[config.mk]
export PLATFORM = sky130hd
export DESIGN_NAME = serial_display_top
export DESIGN_NICKNAME = d
export VERILOG_FILES = /design/src/source/display_pkg.sv /design/src/source/display_sequencer.sv /design/src/source/serial_display_top.sv /design/src/source/serial_shifter.sv /design/src/source/stream_buffer.sv
export VERILOG_INCLUDE_DIRS = /design/src /design/src/include
export SDC_FILE = /design/constraint.sdc
export NUM_CORES = 1
export LEC_CHECK = 0
export ABC_AREA = 0
export BUFFER_PORTS_ARGS = -buffer_cell sky130_fd_sc_hd__buf_2
export CAP_MARGIN = 20
export CORE_MARGIN = 5
export CORE_UTILIZATION = 60
export CTS_BUF_LIST = sky130_fd_sc_hd__clkbuf_8 sky130_fd_sc_hd__clkbuf_16
export CTS_CLUSTER_SIZE = 16
export DETAILED_ROUTE_END_ITERATION = 8
export PLACE_DENSITY_LB_ADDON = 0.15
export SYNTH_ARGS = -nofsm -noshare
export SYNTH_HDL_FRONTEND = slang
export SYNTH_SLANG_ARGS = --single-unit
[constraint.sdc]
create_clock -name in_clk -period 4.1 [get_ports in_clk]
set_clock_uncertainty 0.1 [all_clocks]
set_input_delay 0.205 -clock in_clk [delete_from_list [all_inputs] [get_ports in_clk]]
set_output_delay 0.205 -clock in_clk [all_outputs]
set_load 0.05 [all_outputs]
[src/include/display_macros.svh]
/*
 * sizes and timing shared by the serial display controller
 * DISP_PIXEL_BITS must be twice DISP_SERIAL_BITS, one pixel goes out as two words
 */
`ifndef DISPLAY_MACROS_SVH
`define DISPLAY_MACROS_SVH

// ------------------------------------------------------------
// screen geometry
// ------------------------------------------------------------
`define DISP_SCREEN_WIDTH  8
`define DISP_SCREEN_HEIGHT 4

// pixel and serial word widths
`define DISP_PIXEL_BITS    16
`define DISP_SERIAL_BITS   8

// ------------------------------------------------------------
// timing
// ------------------------------------------------------------
// main clock cycles per half period of the serial clock
`define DISP_CLK_DIV       4
// panel reset pulse length in main clock cycles
`define DISP_RST_CYCLES    16

// number of command bytes sent once after the reset pulse
`define DISP_INIT_BYTES    4

// default buffer depth
`define DISP_FIFO_DEPTH    4

`endif

[src/source/display_pkg.sv]
/*
 * types shared by the display controller and its testbench
 * init_cmds must hold exactly DISP_INIT_BYTES entries, element 0 goes out first
 */
`include "display_macros.svh"

package display_pkg;

	// one pixel as delivered by the upstream stream
	typedef logic [`DISP_PIXEL_BITS-1:0] pixel_t;

	// one byte for the serial line
	// dc is 1 for pixel data, 0 for a command
	typedef struct packed {
		logic                         dc;
		logic [`DISP_SERIAL_BITS-1:0] data;
	} serial_word_t;

	// command table, index 0 is the leftmost entry
	typedef logic [0:`DISP_INIT_BYTES-1][`DISP_SERIAL_BITS-1:0] init_table_t;

	// display off, remap, normal display, display on
	localparam init_table_t init_cmds = '{
		8'hae,
		8'ha0,
		8'ha4,
		8'haf
	};

endpackage

[src/source/display_sequencer.sv]
/*
 * panel reset pulse, then the init table once, then pixels forever
 * a pixel is taken only together with its high byte, the low byte follows
 * no pixel coordinates go out, only a one cycle end of frame pulse
 */
`include "display_macros.svh"

module display_sequencer
	import display_pkg::*;
(
	input  logic         in_clk,
	input  logic         in_rst,

	// pixel stream in
	input  logic         in_pix_valid,
	output logic         in_pix_ready,
	input  pixel_t       in_pix,

	// word stream out
	output logic         out_word_valid,
	input  logic         in_word_ready,
	output serial_word_t out_word,

	// panel control
	output logic         out_disp_rst,
	output logic         out_frame_done
);

	localparam int RST_W  = (`DISP_RST_CYCLES > 1) ? $clog2(`DISP_RST_CYCLES) : 1;
	localparam int INIT_W = (`DISP_INIT_BYTES > 1) ? $clog2(`DISP_INIT_BYTES) : 1;
	localparam int COL_W  = $clog2(`DISP_SCREEN_WIDTH + 1);
	localparam int ROW_W  = $clog2(`DISP_SCREEN_HEIGHT + 1);

	typedef enum logic [1:0] {
		PanelReset,
		SendInit,
		SendHigh,
		SendLow
	} state_t;

	state_t                       state;
	logic [RST_W-1:0]             rst_cnt;
	logic [INIT_W-1:0]            init_idx;
	logic [COL_W-1:0]             col;
	logic [ROW_W-1:0]             row;
	logic [`DISP_SERIAL_BITS-1:0] low_byte;
	logic                         word_take;
	logic                         last_col;
	logic                         last_row;

	assign word_take    = out_word_valid && in_word_ready;
	assign last_col     = (col == COL_W'(`DISP_SCREEN_WIDTH - 1));
	assign last_row     = (row == ROW_W'(`DISP_SCREEN_HEIGHT - 1));
	assign out_disp_rst = (state == PanelReset);

	// ------------------------------------------------------------
	// word offer
	// ------------------------------------------------------------
	always_comb begin
		out_word_valid = 1'b0;
		in_pix_ready   = 1'b0;
		out_word       = '0;
		case (state)
			SendInit: begin
				out_word_valid = 1'b1;
				out_word.dc    = 1'b0;
				out_word.data  = init_cmds[init_idx];
			end
			SendHigh: begin
				// pixel and high byte move together
				out_word_valid = in_pix_valid;
				in_pix_ready   = in_word_ready;
				out_word.dc    = 1'b1;
				out_word.data  = in_pix[`DISP_PIXEL_BITS-1 -: `DISP_SERIAL_BITS];
			end
			SendLow: begin
				out_word_valid = 1'b1;
				out_word.dc    = 1'b1;
				out_word.data  = low_byte;
			end
			default: begin
			end
		endcase
	end

	// low byte waits here while the high byte goes out
	always_ff @(posedge in_clk) begin
		if (state == SendHigh && word_take) begin
			low_byte <= in_pix[`DISP_SERIAL_BITS-1:0];
		end
	end

	// ------------------------------------------------------------
	// state and counters
	// ------------------------------------------------------------
	always_ff @(posedge in_clk or posedge in_rst) begin
		if (in_rst) begin
			state          <= PanelReset;
			rst_cnt        <= '0;
			init_idx       <= '0;
			col            <= '0;
			row            <= '0;
			out_frame_done <= 1'b0;
		end else begin
			out_frame_done <= 1'b0;
			case (state)
				PanelReset: begin
					rst_cnt <= rst_cnt + 1'b1;
					if (rst_cnt == RST_W'(`DISP_RST_CYCLES - 1)) begin
						state <= SendInit;
					end
				end
				SendInit: begin
					if (word_take) begin
						init_idx <= init_idx + 1'b1;
						if (init_idx == INIT_W'(`DISP_INIT_BYTES - 1)) begin
							state <= SendHigh;
						end
					end
				end
				SendHigh: begin
					if (word_take) begin
						state <= SendLow;
					end
				end
				SendLow: begin
					if (word_take) begin
						state <= SendHigh;
						// raster position, wraps at end of frame
						if (last_col) begin
							col <= '0;
							if (last_row) begin
								row            <= '0;
								out_frame_done <= 1'b1;
							end else begin
								row <= row + 1'b1;
							end
						end else begin
							col <= col + 1'b1;
						end
					end
				end
				default: begin
					state <= PanelReset;
				end
			endcase
		end
	end

	a_col_range: assert property (@(posedge in_clk) disable iff (in_rst)
		col < COL_W'(`DISP_SCREEN_WIDTH));
	a_row_range: assert property (@(posedge in_clk) disable iff (in_rst)
		row < ROW_W'(`DISP_SCREEN_HEIGHT));

endmodule

[src/source/serial_display_top.sv]
/*
 * serial display controller, no chip select and no read back
 * the pixel source keeps its own raster count, pixels arrive in raster order
 */
`include "display_macros.svh"

module serial_display_top
	import display_pkg::*;
(
	input  logic   in_clk,
	input  logic   in_rst,

	// pixel stream
	input  logic   in_pix_valid,
	output logic   in_pix_ready,
	input  pixel_t in_pix,

	// panel
	output logic   out_disp_rst,
	output logic   out_sclk,
	output logic   out_sdata,
	output logic   out_dc,
	output logic   out_frame_done
);

	// buffered pixels into the sequencer
	logic         pix_valid;
	logic         pix_ready;
	pixel_t       pix_data;

	// sequencer into the word buffer
	logic         seq_valid;
	logic         seq_ready;
	serial_word_t seq_word;

	// word buffer into the shifter
	logic         sh_valid;
	logic         sh_ready;
	serial_word_t sh_word;

	stream_buffer #(
		.payload_t (pixel_t),
		.DEPTH     (`DISP_FIFO_DEPTH)
	) pix_buf (
		.in_clk    (in_clk),
		.in_rst    (in_rst),
		.in_valid  (in_pix_valid),
		.in_ready  (in_pix_ready),
		.in_data   (in_pix),
		.out_valid (pix_valid),
		.out_ready (pix_ready),
		.out_data  (pix_data)
	);

	display_sequencer seq (
		.in_clk         (in_clk),
		.in_rst         (in_rst),
		.in_pix_valid   (pix_valid),
		.in_pix_ready   (pix_ready),
		.in_pix         (pix_data),
		.out_word_valid (seq_valid),
		.in_word_ready  (seq_ready),
		.out_word       (seq_word),
		.out_disp_rst   (out_disp_rst),
		.out_frame_done (out_frame_done)
	);

	stream_buffer #(
		.payload_t (serial_word_t),
		.DEPTH     (`DISP_FIFO_DEPTH)
	) word_buf (
		.in_clk    (in_clk),
		.in_rst    (in_rst),
		.in_valid  (seq_valid),
		.in_ready  (seq_ready),
		.in_data   (seq_word),
		.out_valid (sh_valid),
		.out_ready (sh_ready),
		.out_data  (sh_word)
	);

	serial_shifter shifter (
		.in_clk    (in_clk),
		.in_rst    (in_rst),
		.in_valid  (sh_valid),
		.in_ready  (sh_ready),
		.in_word   (sh_word),
		.out_sclk  (out_sclk),
		.out_sdata (out_sdata),
		.out_dc    (out_dc)
	);

endmodule

[src/source/serial_shifter.sv]
/*
 * shifts one serial word MSB first, serial clock idles high
 * a word takes 2 x DISP_SERIAL_BITS x DISP_CLK_DIV cycles up to its last rising edge
 * data changes only on the falling serial clock edge
 */
`include "display_macros.svh"

module serial_shifter
	import display_pkg::*;
(
	input  logic         in_clk,
	input  logic         in_rst,

	// word stream
	input  logic         in_valid,
	output logic         in_ready,
	input  serial_word_t in_word,

	// serial line
	output logic         out_sclk,
	output logic         out_sdata,
	output logic         out_dc
);

	localparam int DIV_W = (`DISP_CLK_DIV > 1) ? $clog2(`DISP_CLK_DIV) : 1;
	localparam int BIT_W = (`DISP_SERIAL_BITS > 1) ? $clog2(`DISP_SERIAL_BITS) : 1;

	logic                         busy;
	logic [DIV_W-1:0]             div_cnt;
	logic [BIT_W-1:0]             bit_cnt;
	logic [`DISP_SERIAL_BITS-1:0] shift_reg;
	logic                         half_tick;
	logic                         last_bit;

	// accept only between words
	assign in_ready = ~busy;

	// end of a serial clock half period
	assign half_tick = busy && (div_cnt == DIV_W'(`DISP_CLK_DIV - 1));
	assign last_bit  = (bit_cnt == BIT_W'(`DISP_SERIAL_BITS - 1));

	// ------------------------------------------------------------
	// shift engine
	// ------------------------------------------------------------
	always_ff @(posedge in_clk or posedge in_rst) begin
		if (in_rst) begin
			busy      <= 1'b0;
			div_cnt   <= '0;
			bit_cnt   <= '0;
			shift_reg <= '0;
			out_sclk  <= 1'b1;
			out_sdata <= 1'b0;
			out_dc    <= 1'b0;
		end else if (!busy) begin
			if (in_valid) begin
				busy      <= 1'b1;
				div_cnt   <= '0;
				bit_cnt   <= '0;
				shift_reg <= in_word.data;
				out_dc    <= in_word.dc;
			end
		end else begin
			div_cnt <= div_cnt + 1'b1;
			if (half_tick) begin
				div_cnt  <= '0;
				out_sclk <= ~out_sclk;
				if (out_sclk) begin
					// falling edge puts out the next bit
					out_sdata <= shift_reg[`DISP_SERIAL_BITS-1];
					shift_reg <= shift_reg << 1;
				end else begin
					// rising edge, panel samples here
					bit_cnt <= bit_cnt + 1'b1;
					if (last_bit) begin
						busy <= 1'b0;
					end
				end
			end
		end
	end

	// panel samples on the rising edge, data must hold while clock is high
	a_data_stable: assert property (@(posedge in_clk) disable iff (in_rst)
		busy && out_sclk |-> $stable(out_sdata));

endmodule

[src/source/stream_buffer.sv]
/*
 * valid/ready FIFO, payload type set by parameter
 * output valid follows a write into an empty buffer by one cycle
 */
`include "display_macros.svh"

module stream_buffer
	import display_pkg::*;
#(
	parameter type payload_t = pixel_t,
	parameter int  DEPTH     = `DISP_FIFO_DEPTH
) (
	input  logic     in_clk,
	input  logic     in_rst,

	// write side
	input  logic     in_valid,
	output logic     in_ready,
	input  payload_t in_data,

	// read side
	output logic     out_valid,
	input  logic     out_ready,
	output payload_t out_data
);

	localparam int PTR_W = (DEPTH > 1) ? $clog2(DEPTH) : 1;
	localparam int CNT_W = $clog2(DEPTH + 1);

	payload_t         mem [DEPTH];
	logic [PTR_W-1:0] rd_ptr;
	logic [PTR_W-1:0] wr_ptr;
	logic [CNT_W-1:0] count;
	logic             push;
	logic             pop;

	// wrap for depths that are not a power of two
	function automatic logic [PTR_W-1:0] ptr_inc(input logic [PTR_W-1:0] ptr);
		if (ptr == PTR_W'(DEPTH - 1)) begin
			return '0;
		end
		return ptr + 1'b1;
	endfunction

	assign in_ready  = (count != CNT_W'(DEPTH));
	assign out_valid = (count != '0);
	assign out_data  = mem[rd_ptr];
	assign push      = in_valid && in_ready;
	assign pop       = out_valid && out_ready;

	// storage
	always_ff @(posedge in_clk) begin
		if (push) begin
			mem[wr_ptr] <= in_data;
		end
	end

	// pointers and occupancy
	always_ff @(posedge in_clk or posedge in_rst) begin
		if (in_rst) begin
			rd_ptr <= '0;
			wr_ptr <= '0;
			count  <= '0;
		end else begin
			if (push) begin
				wr_ptr <= ptr_inc(wr_ptr);
			end
			if (pop) begin
				rd_ptr <= ptr_inc(rd_ptr);
			end
			if (push && !pop) begin
				count <= count + 1'b1;
			end else if (pop && !push) begin
				count <= count - 1'b1;
			end
		end
	end

	// a stalled word stays offered and unchanged
	a_hold_stalled: assert property (@(posedge in_clk) disable iff (in_rst)
		out_valid && !out_ready |=> out_valid && $stable(out_data));

endmodule
== Word level (Yosys, flattened, before mapping) ==
Memory sizes are Yosys's and may differ from the RTL's.
Cells that the tools add are included.

* Add/subtract/negate cells: 14
* Magnitude comparators: 1
* Equal/unequal tests: 23
* Multiplexer cells: 58
* Bitwise operators: 3
* Reduce and logical (&&, ||, !) cells: 30

{| class="wikitable"
|+ Operators with widths
! operator !! count
|-
| 2-to-1 mux 8 bit || 6
|-
| 2-to-1 mux 2 bit || 16
|-
| 2-to-1 mux 3 bit || 9
|-
| one-hot mux 9 bit (3 select lines) || 1
|-
| 2-to-1 mux 1 bit || 22
|-
| binary-select mux 8 bit (select 2 bit) || 1
|-
| == test 2 bit (second input constant) || 8
|-
| adder 2 x 1 -> 2 bit (second input constant) || 6
|-
| adder 3 x 1 -> 3 bit (second input constant) || 4
|-
| != test 2 x 1 -> 1 bit (second input constant) || 6
|-
| AND reduction 3 bit || 4
|-
| logical AND 1 bit || 10
|-
| adder 4 x 1 -> 4 bit (second input constant) || 2
|-
| one-hot mux 2 bit (4 select lines) || 1
|-
| AND reduction 2 bit || 4
|-
| != test 3 bit (second input constant) || 2
|-
| nonzero test 2 bit || 3
|-
| nonzero test 3 bit || 2
|-
| subtractor 3 x 1 -> 3 bit (second input constant) || 2
|-
| AND reduction 5 bit || 1
|-
| == test 4 x 3 -> 1 bit (second input constant) || 1
|-
| == test 4 bit (second input constant) || 1
|-
| logical NOT 1 bit || 4
|-
| 2-to-1 mux 4 bit || 1
|-
| 10 further kinds || 12
|}

* Register bits: 55
* Bits in writable memories: 100
* Bits of input ports: 19
* Output and inout bits: 6
* Logic and storage cells: 151
* Memories kept: 2

{| class="wikitable"
|+ Memories
! memory !! words !! width !! read ports !! clocked after memory_dff !! write ports !! line !! text
|-
| pix_buf.mem || 4 || 16 || 1 || 0 || 1 || stream_buffer.sv:30 || <nowiki>payload_t mem [DEPTH];</nowiki>
|-
| word_buf.mem || 4 || 9 || 1 || 0 || 1 || stream_buffer.sv:30 ||
|}

== Depth between registers and ports, before layout ==
Gate-level depths: netlist of run 1.

* Depth in word-level cells: 8
* Gate-level depth with buffers: 10

== Hierarchy ==
From an unflattened synthesis of run 1, not the netlist that was laid out.

* Cell total of the unflattened synthesis: 384
* Area, all modules: 6656.4 um^2

{| class="wikitable"
|+ By module, submodules not included
! module !! times used !! cells an instance !! area an instance (um^2) !! seq. area each (um^2)
|-
| stream_buffer at pix_buf || 1 || 122 || 2798.9 || 2097.0
|-
| stream_buffer at word_buf || 1 || 85 || 1749.2 || 1256.2
|-
| display_sequencer || 1 || 96 || 1177.4 || 640.6
|-
| serial_shifter || 1 || 81 || 930.9 || 426.7
|}

== Worst setup path after synthesis of run 1 ==
OpenSTA, ideal clock, no wires.

* Path type: register -> register
* Start point: register word_buf.count[2]
* End point: register pix_buf.count[1]
* Library setup time: 0.125 ns
* Data arrival time: 2.144 ns
* Path slack: 1.731 ns
* Stages on the path, launching flop included: 8
* Period minus slack after synthesis: 2.369 ns
* Cells stage by stage: dfrtp_1 -> nor3b_4 -> nor3_2 -> inv_1 -> ha_1 -> inv_1 -> fa_1 -> mux2_2

* Longest elaborated chain between the ends: 6
* Elaborated cells on any way between the ends: 8
* Classes of those cells: 1 x eq/ne; 2 x mux; 5 x reduce/logical

{| class="wikitable"
|+ RTL lines
! what !! line !! text
|-
| start: declaration || stream_buffer.sv:33 || <nowiki>logic [CNT_W-1:0] count;</nowiki>
|-
| start signal: assignment || stream_buffer.sv:72 || <nowiki>count <= count + 1'b1;</nowiki>
|-
| start signal: assignment || stream_buffer.sv:74 || <nowiki>count <= count - 1'b1;</nowiki>
|-
| != test 3 bit (*) || stream_buffer.sv:45 || <nowiki>assign in_ready = (count != CNT_W'(DEPTH));</nowiki>
|-
| 2-to-1 mux 1 bit (*) || display_sequencer.sv:63 || <nowiki>case (state)</nowiki>
|-
| logical AND 1 bit (*) || stream_buffer.sv:49 || <nowiki>assign pop = out_valid && out_ready;</nowiki>
|-
| logical NOT 1 bit || stream_buffer.sv:71 || <nowiki>if (push && !pop) begin</nowiki>
|-
| logical AND 1 bit || stream_buffer.sv:71 ||
|-
| 2-to-1 mux 3 bit / nonzero test 2 bit (equally long branches) || -- ||
|-
| end signal: assignment || stream_buffer.sv:72 ||
|-
| end signal: assignment || stream_buffer.sv:74 ||
|-
| end: declaration || stream_buffer.sv:33 ||
|}

Every way passes the cells marked *; elsewhere a longest branch is shown, timed or not.
A chain may end at the register's enable or synchronous reset.

== Worst setup path in the final report of run 1 ==
* Start point: register word_buf.count[0]
* End point: register pix_buf.count[2]

The elaborated chain is that of the path after synthesis.

==> qor.yml, run 1 <==
initial_core_util_pct: 61.8
antenna_found_initial: 0
synth-seq-area-share_pct: 69.0
clockBufferDepth: 2
synth-edff-count: 108
via_per_inst: 5.50
p_int_w: 0.00359
clk_pin_slew_worst_paths_ns: 0.06
gp_congestion: 0.739
maxCapViolations: 0
fin_crit_ns: 2.62
h-tree-depth: 4
clock_latency_ns: 0.52
reg_top3: "pix_buf.mem x64, word_buf.mem x36"
cts_root_buf: "clkbuf_8"
tightestPinTransition_ns: 0.929
drive_above_1_share_pct: 24.8
largest_reg_flops: 64
ys.flop_type: "edfxtp_1"
cp_data_required_time_ns: 4.44
pin_count: 25
setup_ws_ns: 1.48
finalHoldViolCount: 0
core_um2: 10400
drv_slew: 0
slew_headroom_pct: 38.1
grt_usage_pct: 18.0
layout_commonest_cell: "edfxtp_1"
synth_cells: 380
cpMaxStageDelayCell: "dfrtp_1"
critPathKind: "reg2reg"
postCtsSetupBuffers: 0
cts_buffers: 17
synth.yosys.warnings: 0
rows: 37
sw_frac_of_total_pct: 29.8
wl_um: 10200
p_total_w: 0.00511
die_x_um: 113
dp_slack_ns: 1.51
seqPwrFrac_pct: 49.5
start_kind: "register"
whs_ns: 0.132
num_vias: 3185
hp-class: "in2async"
cts_tree: "built"
fmax_mhz: 381
grt_max_degree: 48
top_register: "pix_buf.mem"
p_per_area_nw_per_um2: 695
portBuffers: 24
layout_common_cells: "edfxtp_1, dfrtp_1, mux2_2, buf_2, nand2_1"
num-nets-final: 471
n_antenna_cell: 0
syn_area_um2: 6410
syn2layout_area_growth_pct: 14.8
comb_power_share_pct: 24.3
syn_nets: 421
cp-end-kind: "register"
grt_pass1_wl_um: 17300
avgSynthCellArea_um2: 16.9
antenna_left: 0
cp.arrival_ns: 2.96
r2r_setup_slack_ns: 1.48
dp_hpwl_um: 6610
cts_sinks: 155
routedWlPerCell_um: 17.7
drt-initial-drc-count: 196
synthArstFlopShare_pct: 30.3
pwr-share-clk_pct: 26.2
grt_setup_unrepaired: "false"
period_share_pct: 64.0
finalSetupTns_ns: 0
ys_ff_latch: 155
run_status: "complete, no violations"
drc: 0
ir_drop_uv: 424
die_y_um: 113
globalRoute.totalOverflow: 0
critPathMaxFanout: 11
critPathMaxStageDelay_ns: 0.48
power.leakage_nw: 2.88
drt_pass1_iterations: 4
design.die.area_um2: 12800
synth_cell_type_count: 48
grt_pass1_vias: 3465
crit_chain: "nor3b_4 > nor3_2 > buf_4 > inv_1 > ha_1 > inv_1 > fa_1 > xor2_1 > nor2_1 > xor2_1"
p_sw_w: 0.00152
setup_viol_count_final: 0
[metal layers]
layer	global-route usage (%)	up-vias	routed length (µm)
met5	0	-	0
met4	6.33	0	161
met3	5.56	13	368
met2	31.0	56	5390
met1	21.5	1570	4300
li1	-	1546	-
[Yosys cell counts (4+ instances only)]
| cell | count | area (µm²) |
|---|---|---|
| mux2_2 | 24 | 270 |
| clkbuf_1 | 4 | 15.0 |
| xor2_1 | 6 | 52.6 |
| buf_2 | 6 | 30.0 |
| nand3_1 | 4 | 20.0 |
| mux4_2 | 18 | 405 |
| inv_1 | 13 | 48.8 |
| mux2i_1 | 18 | 180 |
| edfxtp_1 | 108 | 3240 |
| o21ai_0 | 11 | 55.1 |
| dfrtp_1 | 46 | 1150 |
| ha_1 | 20 | 250 |
| nor2_1 | 13 | 48.8 |
| xnor2_1 | 5 | 43.8 |
| nand2_1 | 23 | 86.3 |
| and2_1 | 8 | 50.1 |
| o221ai_1 | 7 | 61.3 |
| a21oi_1 | 4 | 20.0 |
[logic make-up (layout without fill, tap and decap cells)]
logic type,after synthesis,in the layout,share of synthesized area [%]
buffers and inverters,27,90,1.84
AND/OR/NAND/NOR,68,68,5.58
multiplexers,60,60,13.4
adder cells (fa/ha/maj),22,22,4.53
AO/OA/AOI/OAI,37,37,4.22
XOR/XNOR,11,11,1.50
flip-flops,155,155,69.0
[through the flow]
step / utilization [%] / std cells / instance area [µm²]
after floorplan: - / 380 / 6410
after global placement: 64.1 / 529 / 6650
after detailed placement: 64.1 / 529 / 6650
after CTS: 70.7 / 578 / 7340
after global routing: 70.9 / 579 / 7360
final: 70.9 / 579 / 7360
[layout make-up]
type	count	area (µm²)
Multi-Input combinational cell	198	1870
Fill cell	675	3010
Sequential cell	155	4420
Clock buffer	17	414
Timing Repair Buffer	44	325
Clock inverter	15	103
Inverter	14	52.6
Tap cell	136	170
[critical path: cells and delay by family (launching register included)]
family        cells  cell delay, ns
fa+ha+maj         2            0.60
simple gates      3            0.70
xor+xnor          2            0.33
flops             1            0.48
buf+inv           3            0.33
[path summary, 6_finish.rpt]
check	depth (start not counted)	start	endpoint
worst max-delay path	10	word_buf.count[0]	pix_buf.count[2]
worst min-delay path	3	in_rst	shifter.div_cnt[0]
worst max register to register	10	word_buf.count[0]	pix_buf.count[2]
worst min register to register	1	seq.rst_cnt[3]	seq.rst_cnt[3]
max in group asynchronous	4	in_rst	shifter.out_sclk
min in group in_clk	3	in_pix_valid	pix_buf.wr_ptr[1]
[power by group through the flow]
stage                     logic (W)  clock network, W  registers [W]
after detailed placement    0.00124                 0        0.00256
after CTS                   0.00127           0.00136        0.00254
after floorplan            0.000990                 0        0.00245
final                       0.00124           0.00134        0.00253
after global placement      0.00120                 0        0.00254
after global routing        0.00137           0.00146        0.00258
[what timing repair did]
item	in CTS	in global routing
resized for setup	0	0
hold endpoints to repair	110	0
hold buffers	17	0
Note: power is estimated with default switching activity, not from simulation.
==> run 2: changes to the inputs <==
--- a/config.mk
+++ b/config.mk
@@ -6,7 +6,7 @@
 export SDC_FILE = /design/constraint.sdc
 export NUM_CORES = 1
 export LEC_CHECK = 0
-export ABC_AREA = 0
+export ABC_AREA = 1
 export BUFFER_PORTS_ARGS = -buffer_cell sky130_fd_sc_hd__buf_2
 export CAP_MARGIN = 20
 export CORE_MARGIN = 5
==> constraint.sdc (replaced) <==
create_clock -name in_clk -period 2.6 [get_ports in_clk]
set_clock_uncertainty 0.1 [all_clocks]
set_input_delay 0.13 -clock in_clk [delete_from_list [all_inputs] [get_ports in_clk]]
set_output_delay 0.13 -clock in_clk [all_outputs]
set_load 0.05 [all_outputs]
==> run 2 against run 1 <==
- synthesized area rose by 3.9%
- critical endpoint is now word_buf.count[1]
- setup slack got worse by 1.1 ns
- synthesized cell count rose by 57%
- count of clock-buffer cells in the layout did not move
- global-route usage rose by 1.5 points
- highest routed layer unchanged
- clock power rose by 67%
- die area rose by 3.5%
- combinational power rose by 87%
==> qor.yml, run 2 <==
run_status: "complete, no violations"
clk_pin_slew_worst_paths_ns: 0.07  # about the same
largest_reg_flops: 64  # unchanged
reg_top3: "pix_buf.mem x64, word_buf.mem x36"
antenna_found_initial: 0  # unchanged
layout_commonest_cell: "nand2_1"
synth_cells: 597  # +57%
syn_area_um2: 6660  # +3.9%
initial_core_util_pct: 61.4  # -0.39 points
syn_nets: 638  # +52%
gp_congestion: 0.786  # +6.3%
drc: 0  # unchanged
finalSetupTns_ns: 0  # unchanged
synthArstFlopShare_pct: 30.3  # unchanged
drive_above_1_share_pct: 12.6  # -12 points
grt_usage_pct: 19.5  # +1.5 points
cp_data_required_time_ns: 2.93  # -1.51 ns
num-nets-final: 695  # +48%
cts-resized-gates: 0  # unchanged
maxCapViolations: 0  # unchanged
period_share_pct: 85.9  # +22 points
h-tree-depth: 4  # unchanged
ir_drop_uv: 605  # +43%
clock_latency_ns: 0.54  # +0.02 ns
dp_hpwl_um: 7780  # +18%
p_per_area_nw_per_um2: 1090  # +57%
avgSynthCellArea_um2: 11.2  # -34%
synthTopCellsByArea: "edfxtp_1, dfrtp_1, nand2_1"
die_y_um: 115  # +1.8%
placed_area_um2: 6960  # +4.7%
design.die.area_um2: 13300  # +3.5%
post-synth-top-count-cell: "nand2_1"
cts_buffers: 17  # unchanged
reg2reg_depth: 8  # -2
synth_top_area_cell: "edfxtp_1"
cts_sinks: 155  # unchanged
syn2layout_area_growth_pct: 15.4
setup_viol_count_final: 0  # unchanged
nFillCells: 763  # +13%
start_kind: "register"
core_um2: 10800  # +4.5%
power.leakage_nw: 3.25  # +13%
fin_util_pct: 70.9  # -0.078 points
clockBufferDepth: 2  # unchanged
grt_setup_unrepaired: "false"
finalHoldViolCount: 0  # unchanged
wl_um: 11700  # +14%
synth-edff-count: 108  # unchanged
grt_pass1_vias: 4221  # +22%
rows: 38  # +2.7%
via_per_inst: 5.26  # -4.3%
layout_common_cells: "nand2_1, edfxtp_1, inv_1"
fmax_mhz: 448  # +17%
globalRoute.totalOverflow: 0  # unchanged
num_vias: 4243  # +33%
grt_pass1_wl_um: 19700  # +14%
synth_common_cells: "nand2_1, edfxtp_1, inv_1"
yosys.area.top_type_share_pct: 48.7  # -1.9 points
die_x_um: 115  # +1.8%
grt_max_degree: 27  # -44%
design_area_um2: 7680  # +4.4%
drt-initial-drc-count: 312  # +59%
pin_count: 25  # unchanged
ys_ff_latch: 155  # unchanged
antenna_left: 0  # unchanged
synth-seq-area-share_pct: 66.4  # -2.6 points
drv_slew: 0  # unchanged
portBuffers: 24  # unchanged
top_register: "pix_buf.mem"
ys.flop_type: "edfxtp_1"
synth_cell_type_count: 35  # -27%
fin_crit_ns: 2.23  # -0.391 ns
critPathMaxFanout: 8  # -3
cts_tree: "built"
n_antenna_cell: 0  # unchanged
drt_pass1_iterations: 4  # unchanged
tightestPinTransition_ns: 0.669  # -0.260 ns
slew_headroom_pct: 55.4  # +17 points
cts_root_buf: "clkbuf_8"
hp-class: "in2async"
cp.arrival_ns: 2.56  # -0.40 ns
cp-end-kind: "register"
critPathKind: "reg2reg"
synth.yosys.warnings: 0  # unchanged
routedWlPerCell_um: 14.5  # -18%
run 2: cell count changes in the layout (fill, tap and decap cells not counted), sizes merged, moves of 13 or more:
| cell | previous run | this run |
|---|---|---|
| nand2 | 23 | 156 |
| inv | 16 | 63 |
| nand3 | 4 | 46 |
| nor2 | 13 | 53 |
| o21ai | 12 | 40 |
| mux2 | 24 | 1 |
| mux2i | 18 | 0 |
| mux4 | 18 | 0 |
| buf | 27 | 40 |
run 2: layout make-up:
type / instances / area (µm²) / area share [%]
clock inverter: 14 / 123 / 1.60
multi-input combinational: 362 / 1900 / 24.7
clock buffer: 17 / 414 / 5.39
timing repair buffer: 58 / 420 / 5.47
inverter: 60 / 231 / 3.01
tap: 140 / 175 / 2.28
sequential: 155 / 4420 / 57.6
run 2: stage by stage:
| stage | total power, W | cells | hold WS [ns] | setup slack (ns) |
|---|---|---|---|---|
| final | 0.00840 | 806 | 0.0826 | 0.367 |
| after global routing | 0.00894 | 806 | 0.141 | 0.225 |
| after CTS | 0.00848 | 806 | 0.0733 | 0.352 |
| after detailed placement | 0.00622 | 757 | 0.102 | 0.361 |
| after global placement | 0.00610 | 757 | 0.0969 | 0.434 |
| after floorplan | 0.00553 | 597 | 0.129 | 0.145 |
run 2: power breakdown:
group / switching (W) / total, W / internal, W / leakage (nW)
sequential: 0.000264 / 0.00385 / 0.00358 / 1.56
combinational: 0.00154 / 0.00232 / 0.000780 / 1.44
clock: 0.000968 / 0.00224 / 0.00127 / 0.262
total: 0.00277 / 0.00840 / 0.00563 / 3.25
run 2: what timing repair did:
item | 4_1_cts | 5_1_grt
endpoints found under the setup margin | 0 | 0
endpoints found under the hold margin | 88 | 0
setup buffers | 0 | 0
hold buffers | 18 | 0
run 2: layer usage:
layer	wire length (µm)	share of wire (%)	GRT usage [%]	up-vias
met1	4900	42	23.1	2022
met4	206	1.8	7.36	0
met5	0	0	0	-
met2	6060	52	33.8	82
li1	-	-	-	2118
met3	540	4.6	5.89	21
run 2: cells by family (layout without fill, tap and decap cells):
kind of cell | count (synthesis) | after routing | synth area share (%)
mux | 1 | 1 | 0.169
buf+inv | 80 | 149 | 5.11
fa+ha+maj | 22 | 22 | 4.36
compound gates | 70 | 70 | 5.86
flops | 155 | 155 | 66.4
xor+xnor | 10 | 10 | 1.32
simple gates | 259 | 259 | 16.8
run 2: worst paths after layout:
path | startpoint | endpoint | slack, ns
max in group asynchronous | in_rst | shifter.out_sclk | 1.55
worst max register to register | seq.state[0] | word_buf.count[1] | 0.37
worst max-delay path | seq.state[0] | word_buf.count[1] | 0.37
worst min register to register | seq.row[2] | seq.out_frame_done | 0.32
worst min-delay path | in_rst | word_buf.count[0] | 0.08
min in group in_clk | in_pix[7] | pix_buf.mem[2][7] | 0.24
run 2: critical path, cell delays in order (launching register included):
cell,delay [ns]
dfrtp_1,0.51
nor2_4,0.23
inv_1,0.09
nand3_2,0.15
inv_1,0.08
ha_1,0.19
inv_1,0.09
fa_1,0.42
mux2_2,0.26
==> run 3: changes to the inputs <==
--- a/config.mk
+++ b/config.mk
@@ -14,7 +14,7 @@
 export CTS_BUF_LIST = sky130_fd_sc_hd__clkbuf_8 sky130_fd_sc_hd__clkbuf_16
 export CTS_CLUSTER_SIZE = 16
 export DETAILED_ROUTE_END_ITERATION = 8
-export PLACE_DENSITY_LB_ADDON = 0.15
+export PLACE_DENSITY_LB_ADDON = 0.25
 export SYNTH_ARGS = -nofsm -noshare
 export SYNTH_HDL_FRONTEND = slang
 export SYNTH_SLANG_ARGS = --single-unit
==> run 3 against run 2 <==
- total power grew 1.1%
- final area grew 0.52%
- flip-flop and latch count is the same
- global-route usage grew 0.97 points
- sequential share of layout area shrank 0.30 points
==> qor.yml, run 3 (synthesis results as in run 2) <==
cts_buffers: 17  # unchanged
grt_pass1_vias: 4410  # +4.5%
whs_ns: 0.230  # +0.147 ns
layout_commonest_cell: "nand2_1"
die_y_um: 115  # unchanged
setup_viol_count_final: 0  # unchanged
hold_buffers: 18  # unchanged
pin_count: 25  # unchanged
cp-end-kind: "register"
maxCapViolations: 0  # unchanged
dp_slack_ns: 0.355  # -0.00671 ns
globalRoute.totalOverflow: 0  # unchanged
wl_um: 12000  # +2.6%
r2r_end: "word_buf.count[1]"
cp_data_required_time_ns: 2.91  # -0.02 ns
layout_common_cells: "nand2_1, edfxtp_1, inv_1"
fin_crit_ns: 2.28  # +0.0444 ns
crit_chain: "nor2_4 > inv_1 > nand3_2 > inv_1 > ha_1 > inv_1 > fa_1 > mux2_2"
gp_congestion: 0.796  # +1.2%
sw_frac_of_total_pct: 32.7  # -0.31 points
period_share_pct: 87.6  # +1.7 points
dp_hpwl_um: 7730  # -0.72%
postCtsSetupBuffers: 0  # unchanged
p_per_area_nw_per_um2: 1100  # +0.60%
antenna_left: 0  # unchanged
clockBufferDepth: 2  # unchanged
run_status: "complete, no violations"
rows: 38  # unchanged
reg_top3: "pix_buf.mem x64, word_buf.mem x36"
ir_drop_uv: 819  # +35%
cts_root_buf: "clkbuf_8"
min_to: "pix_buf.mem[1][7]"
design.die.area_um2: 13300  # unchanged
antenna_found_initial: 0  # unchanged
largest_reg_flops: 64  # unchanged
die_x_um: 115  # unchanged
grt_pass1_wl_um: 20800  # +5.7%
grt_usage_pct: 20.5  # +0.97 points
core_um2: 10800  # unchanged
portBuffers: 24  # unchanged
critPathKind: "reg2reg"
initial_core_util_pct: 61.4  # unchanged
cp.arrival_ns: 2.59  # +0.03 ns
critPathMaxFanout: 8  # unchanged
h-tree-depth: 4  # unchanged
grt_setup_unrepaired: "false"
setup_ws_ns: 0.322  # -0.0444 ns
min_from: "in_pix[7]"
cpMaxStageDelayCell: "dfrtp_1"
num-nets-final: 695  # unchanged
slew_headroom_pct: 55.0  # -0.35 points
finalSetupTns_ns: 0  # unchanged
n_antenna_cell: 0  # unchanged
start_kind: "register"
p_int_w: 0.00572  # +1.6%
crit_top_cell: "inv_1"
design_area_um2: 7720  # +0.52%
crit-reg2reg-launch: "seq.state[0]"
min_path_cells: 2
num_vias: 4206  # -0.87%
fmax_mhz: 439  # -1.9%
finalHoldViolCount: 0  # unchanged
drc: 0  # unchanged
r2r_setup_slack_ns: 0.32  # -0.04 ns
drt-initial-drc-count: 267  # -14%
clock_latency_ns: 0.54  # about the same
clk_pin_slew_worst_paths_ns: 0.07  # about the same
nFillCells: 743  # -2.6%
pwr-share-clk_pct: 27.4  # +0.8 points
placed_area_um2: 6950  # -0.22%
via_per_inst: 5.21  # -0.99%
drive_above_1_share_pct: 12.7  # +0.13 points
cts-resized-gates: 0  # unchanged
cts_tree: "built"
power.leakage_nw: 3.27  # +0.58%
hp-class: "in2reg"
drv_slew: 0  # unchanged
reg2reg_depth: 8  # unchanged
top_register: "pix_buf.mem"
tightestPinTransition_ns: 0.674  # +0.00517 ns
grt_max_degree: 48  # +78%
p_sw_w: 0.00278  # +0.18%
syn2layout_area_growth_pct: 16.0
drt_pass1_iterations: 4  # unchanged
seqPwrFrac_pct: 45.7  # about the same
routedWlPerCell_um: 14.9  # +2.5%
cts_sinks: 155  # unchanged
critPathMaxStageDelay_ns: 0.51  # about the same
comb_power_share_pct: 26.9  # -0.7 points
==> run 3: cell types whose count changed in the layout (fill, tap and decap cells not counted) <==
| cell | delta |
|---|---|
| clkinv_1 | -1 |
| dlygate4sd3_1 | +1 |
| buf_4 | -2 |
| bufinv_16 | +1 |
| clkinv_4 | -2 |
| buf_12 | +1 |
| inv_8 | -1 |
| inv_6 | +2 |
| clkinv_2 | +2 |
==> run 3: critical path: cells and delay by family (launching register included) <==
| family | cells | cell delay (ns) |
|---|---|---|
| flip-flops | 1 | 0.51 |
| multiplexers | 1 | 0.27 |
| adder cells (fa/ha/maj) | 2 | 0.61 |
| buffers and inverters | 3 | 0.27 |
| AND/OR/NAND/NOR | 2 | 0.38 |
==> run 3: through the flow <==
| stage | cells | utilization [%] | total power [W] |
|---|---|---|---|
| 2_1_floorplan | 597 | - | 0.00553 |
| 3_3_place_gp | 755 | 64.1 | 0.00608 |
| 3_5_place_dp | 755 | 64.1 | 0.00620 |
| 4_1_cts | 805 | 70.9 | 0.00857 |
| 5_1_grt | 807 | 71.2 | 0.00905 |
| 6_report | 807 | 71.2 | 0.00850 |
==> run 3: how the worst max path moves through the flow <==
stage | startpoint | endpoint | slack [ns] | cells after the start
after floorplan | pix_buf.count[0] | pix_buf.count[2] | 0.14 | 10
after global routing | seq.state[0] | word_buf.count[2] | 0.18 | 11
final | seq.state[0] | word_buf.count[1] | 0.32 | 8
after CTS | seq.state[0] | word_buf.count[1] | 0.34 | 8
after detailed placement | seq.state[0] | word_buf.count[1] | 0.35 | 8
after global placement | seq.state[0] | word_buf.count[1] | 0.44 | 8
==> run 3: routing by layer <==
metal | routed length [µm] | track usage [%]
met1 | 5040 | 24.3
met2 | 6340 | 34.9
met3 | 489 | 6.00
met4 | 140 | 9.08
met5 | 0 | 0
==> run 3: area by class of cell <==
class,count,area [µm²],share of cell area (%)
flip-flops and latches,155,4420,57.3
clock buffers,17,414,5.36
well taps,140,175,2.27
repair buffers,58,435,5.64
clock inverters,15,148,1.91
multi-input cells,362,1900,24.6
inverters,60,231,3.00
==> run 3: power by group through the flow <==
stage / clock network [W] / logic, W / registers (W)
2_1_floorplan: 0 / 0.00171 / 0.00382
3_3_place_gp: 0 / 0.00218 / 0.00389
3_5_place_dp: 0 / 0.00228 / 0.00392
4_1_cts: 0.00237 / 0.00232 / 0.00388
5_1_grt: 0.00250 / 0.00260 / 0.00395
6_report: 0.00232 / 0.00229 / 0.00389
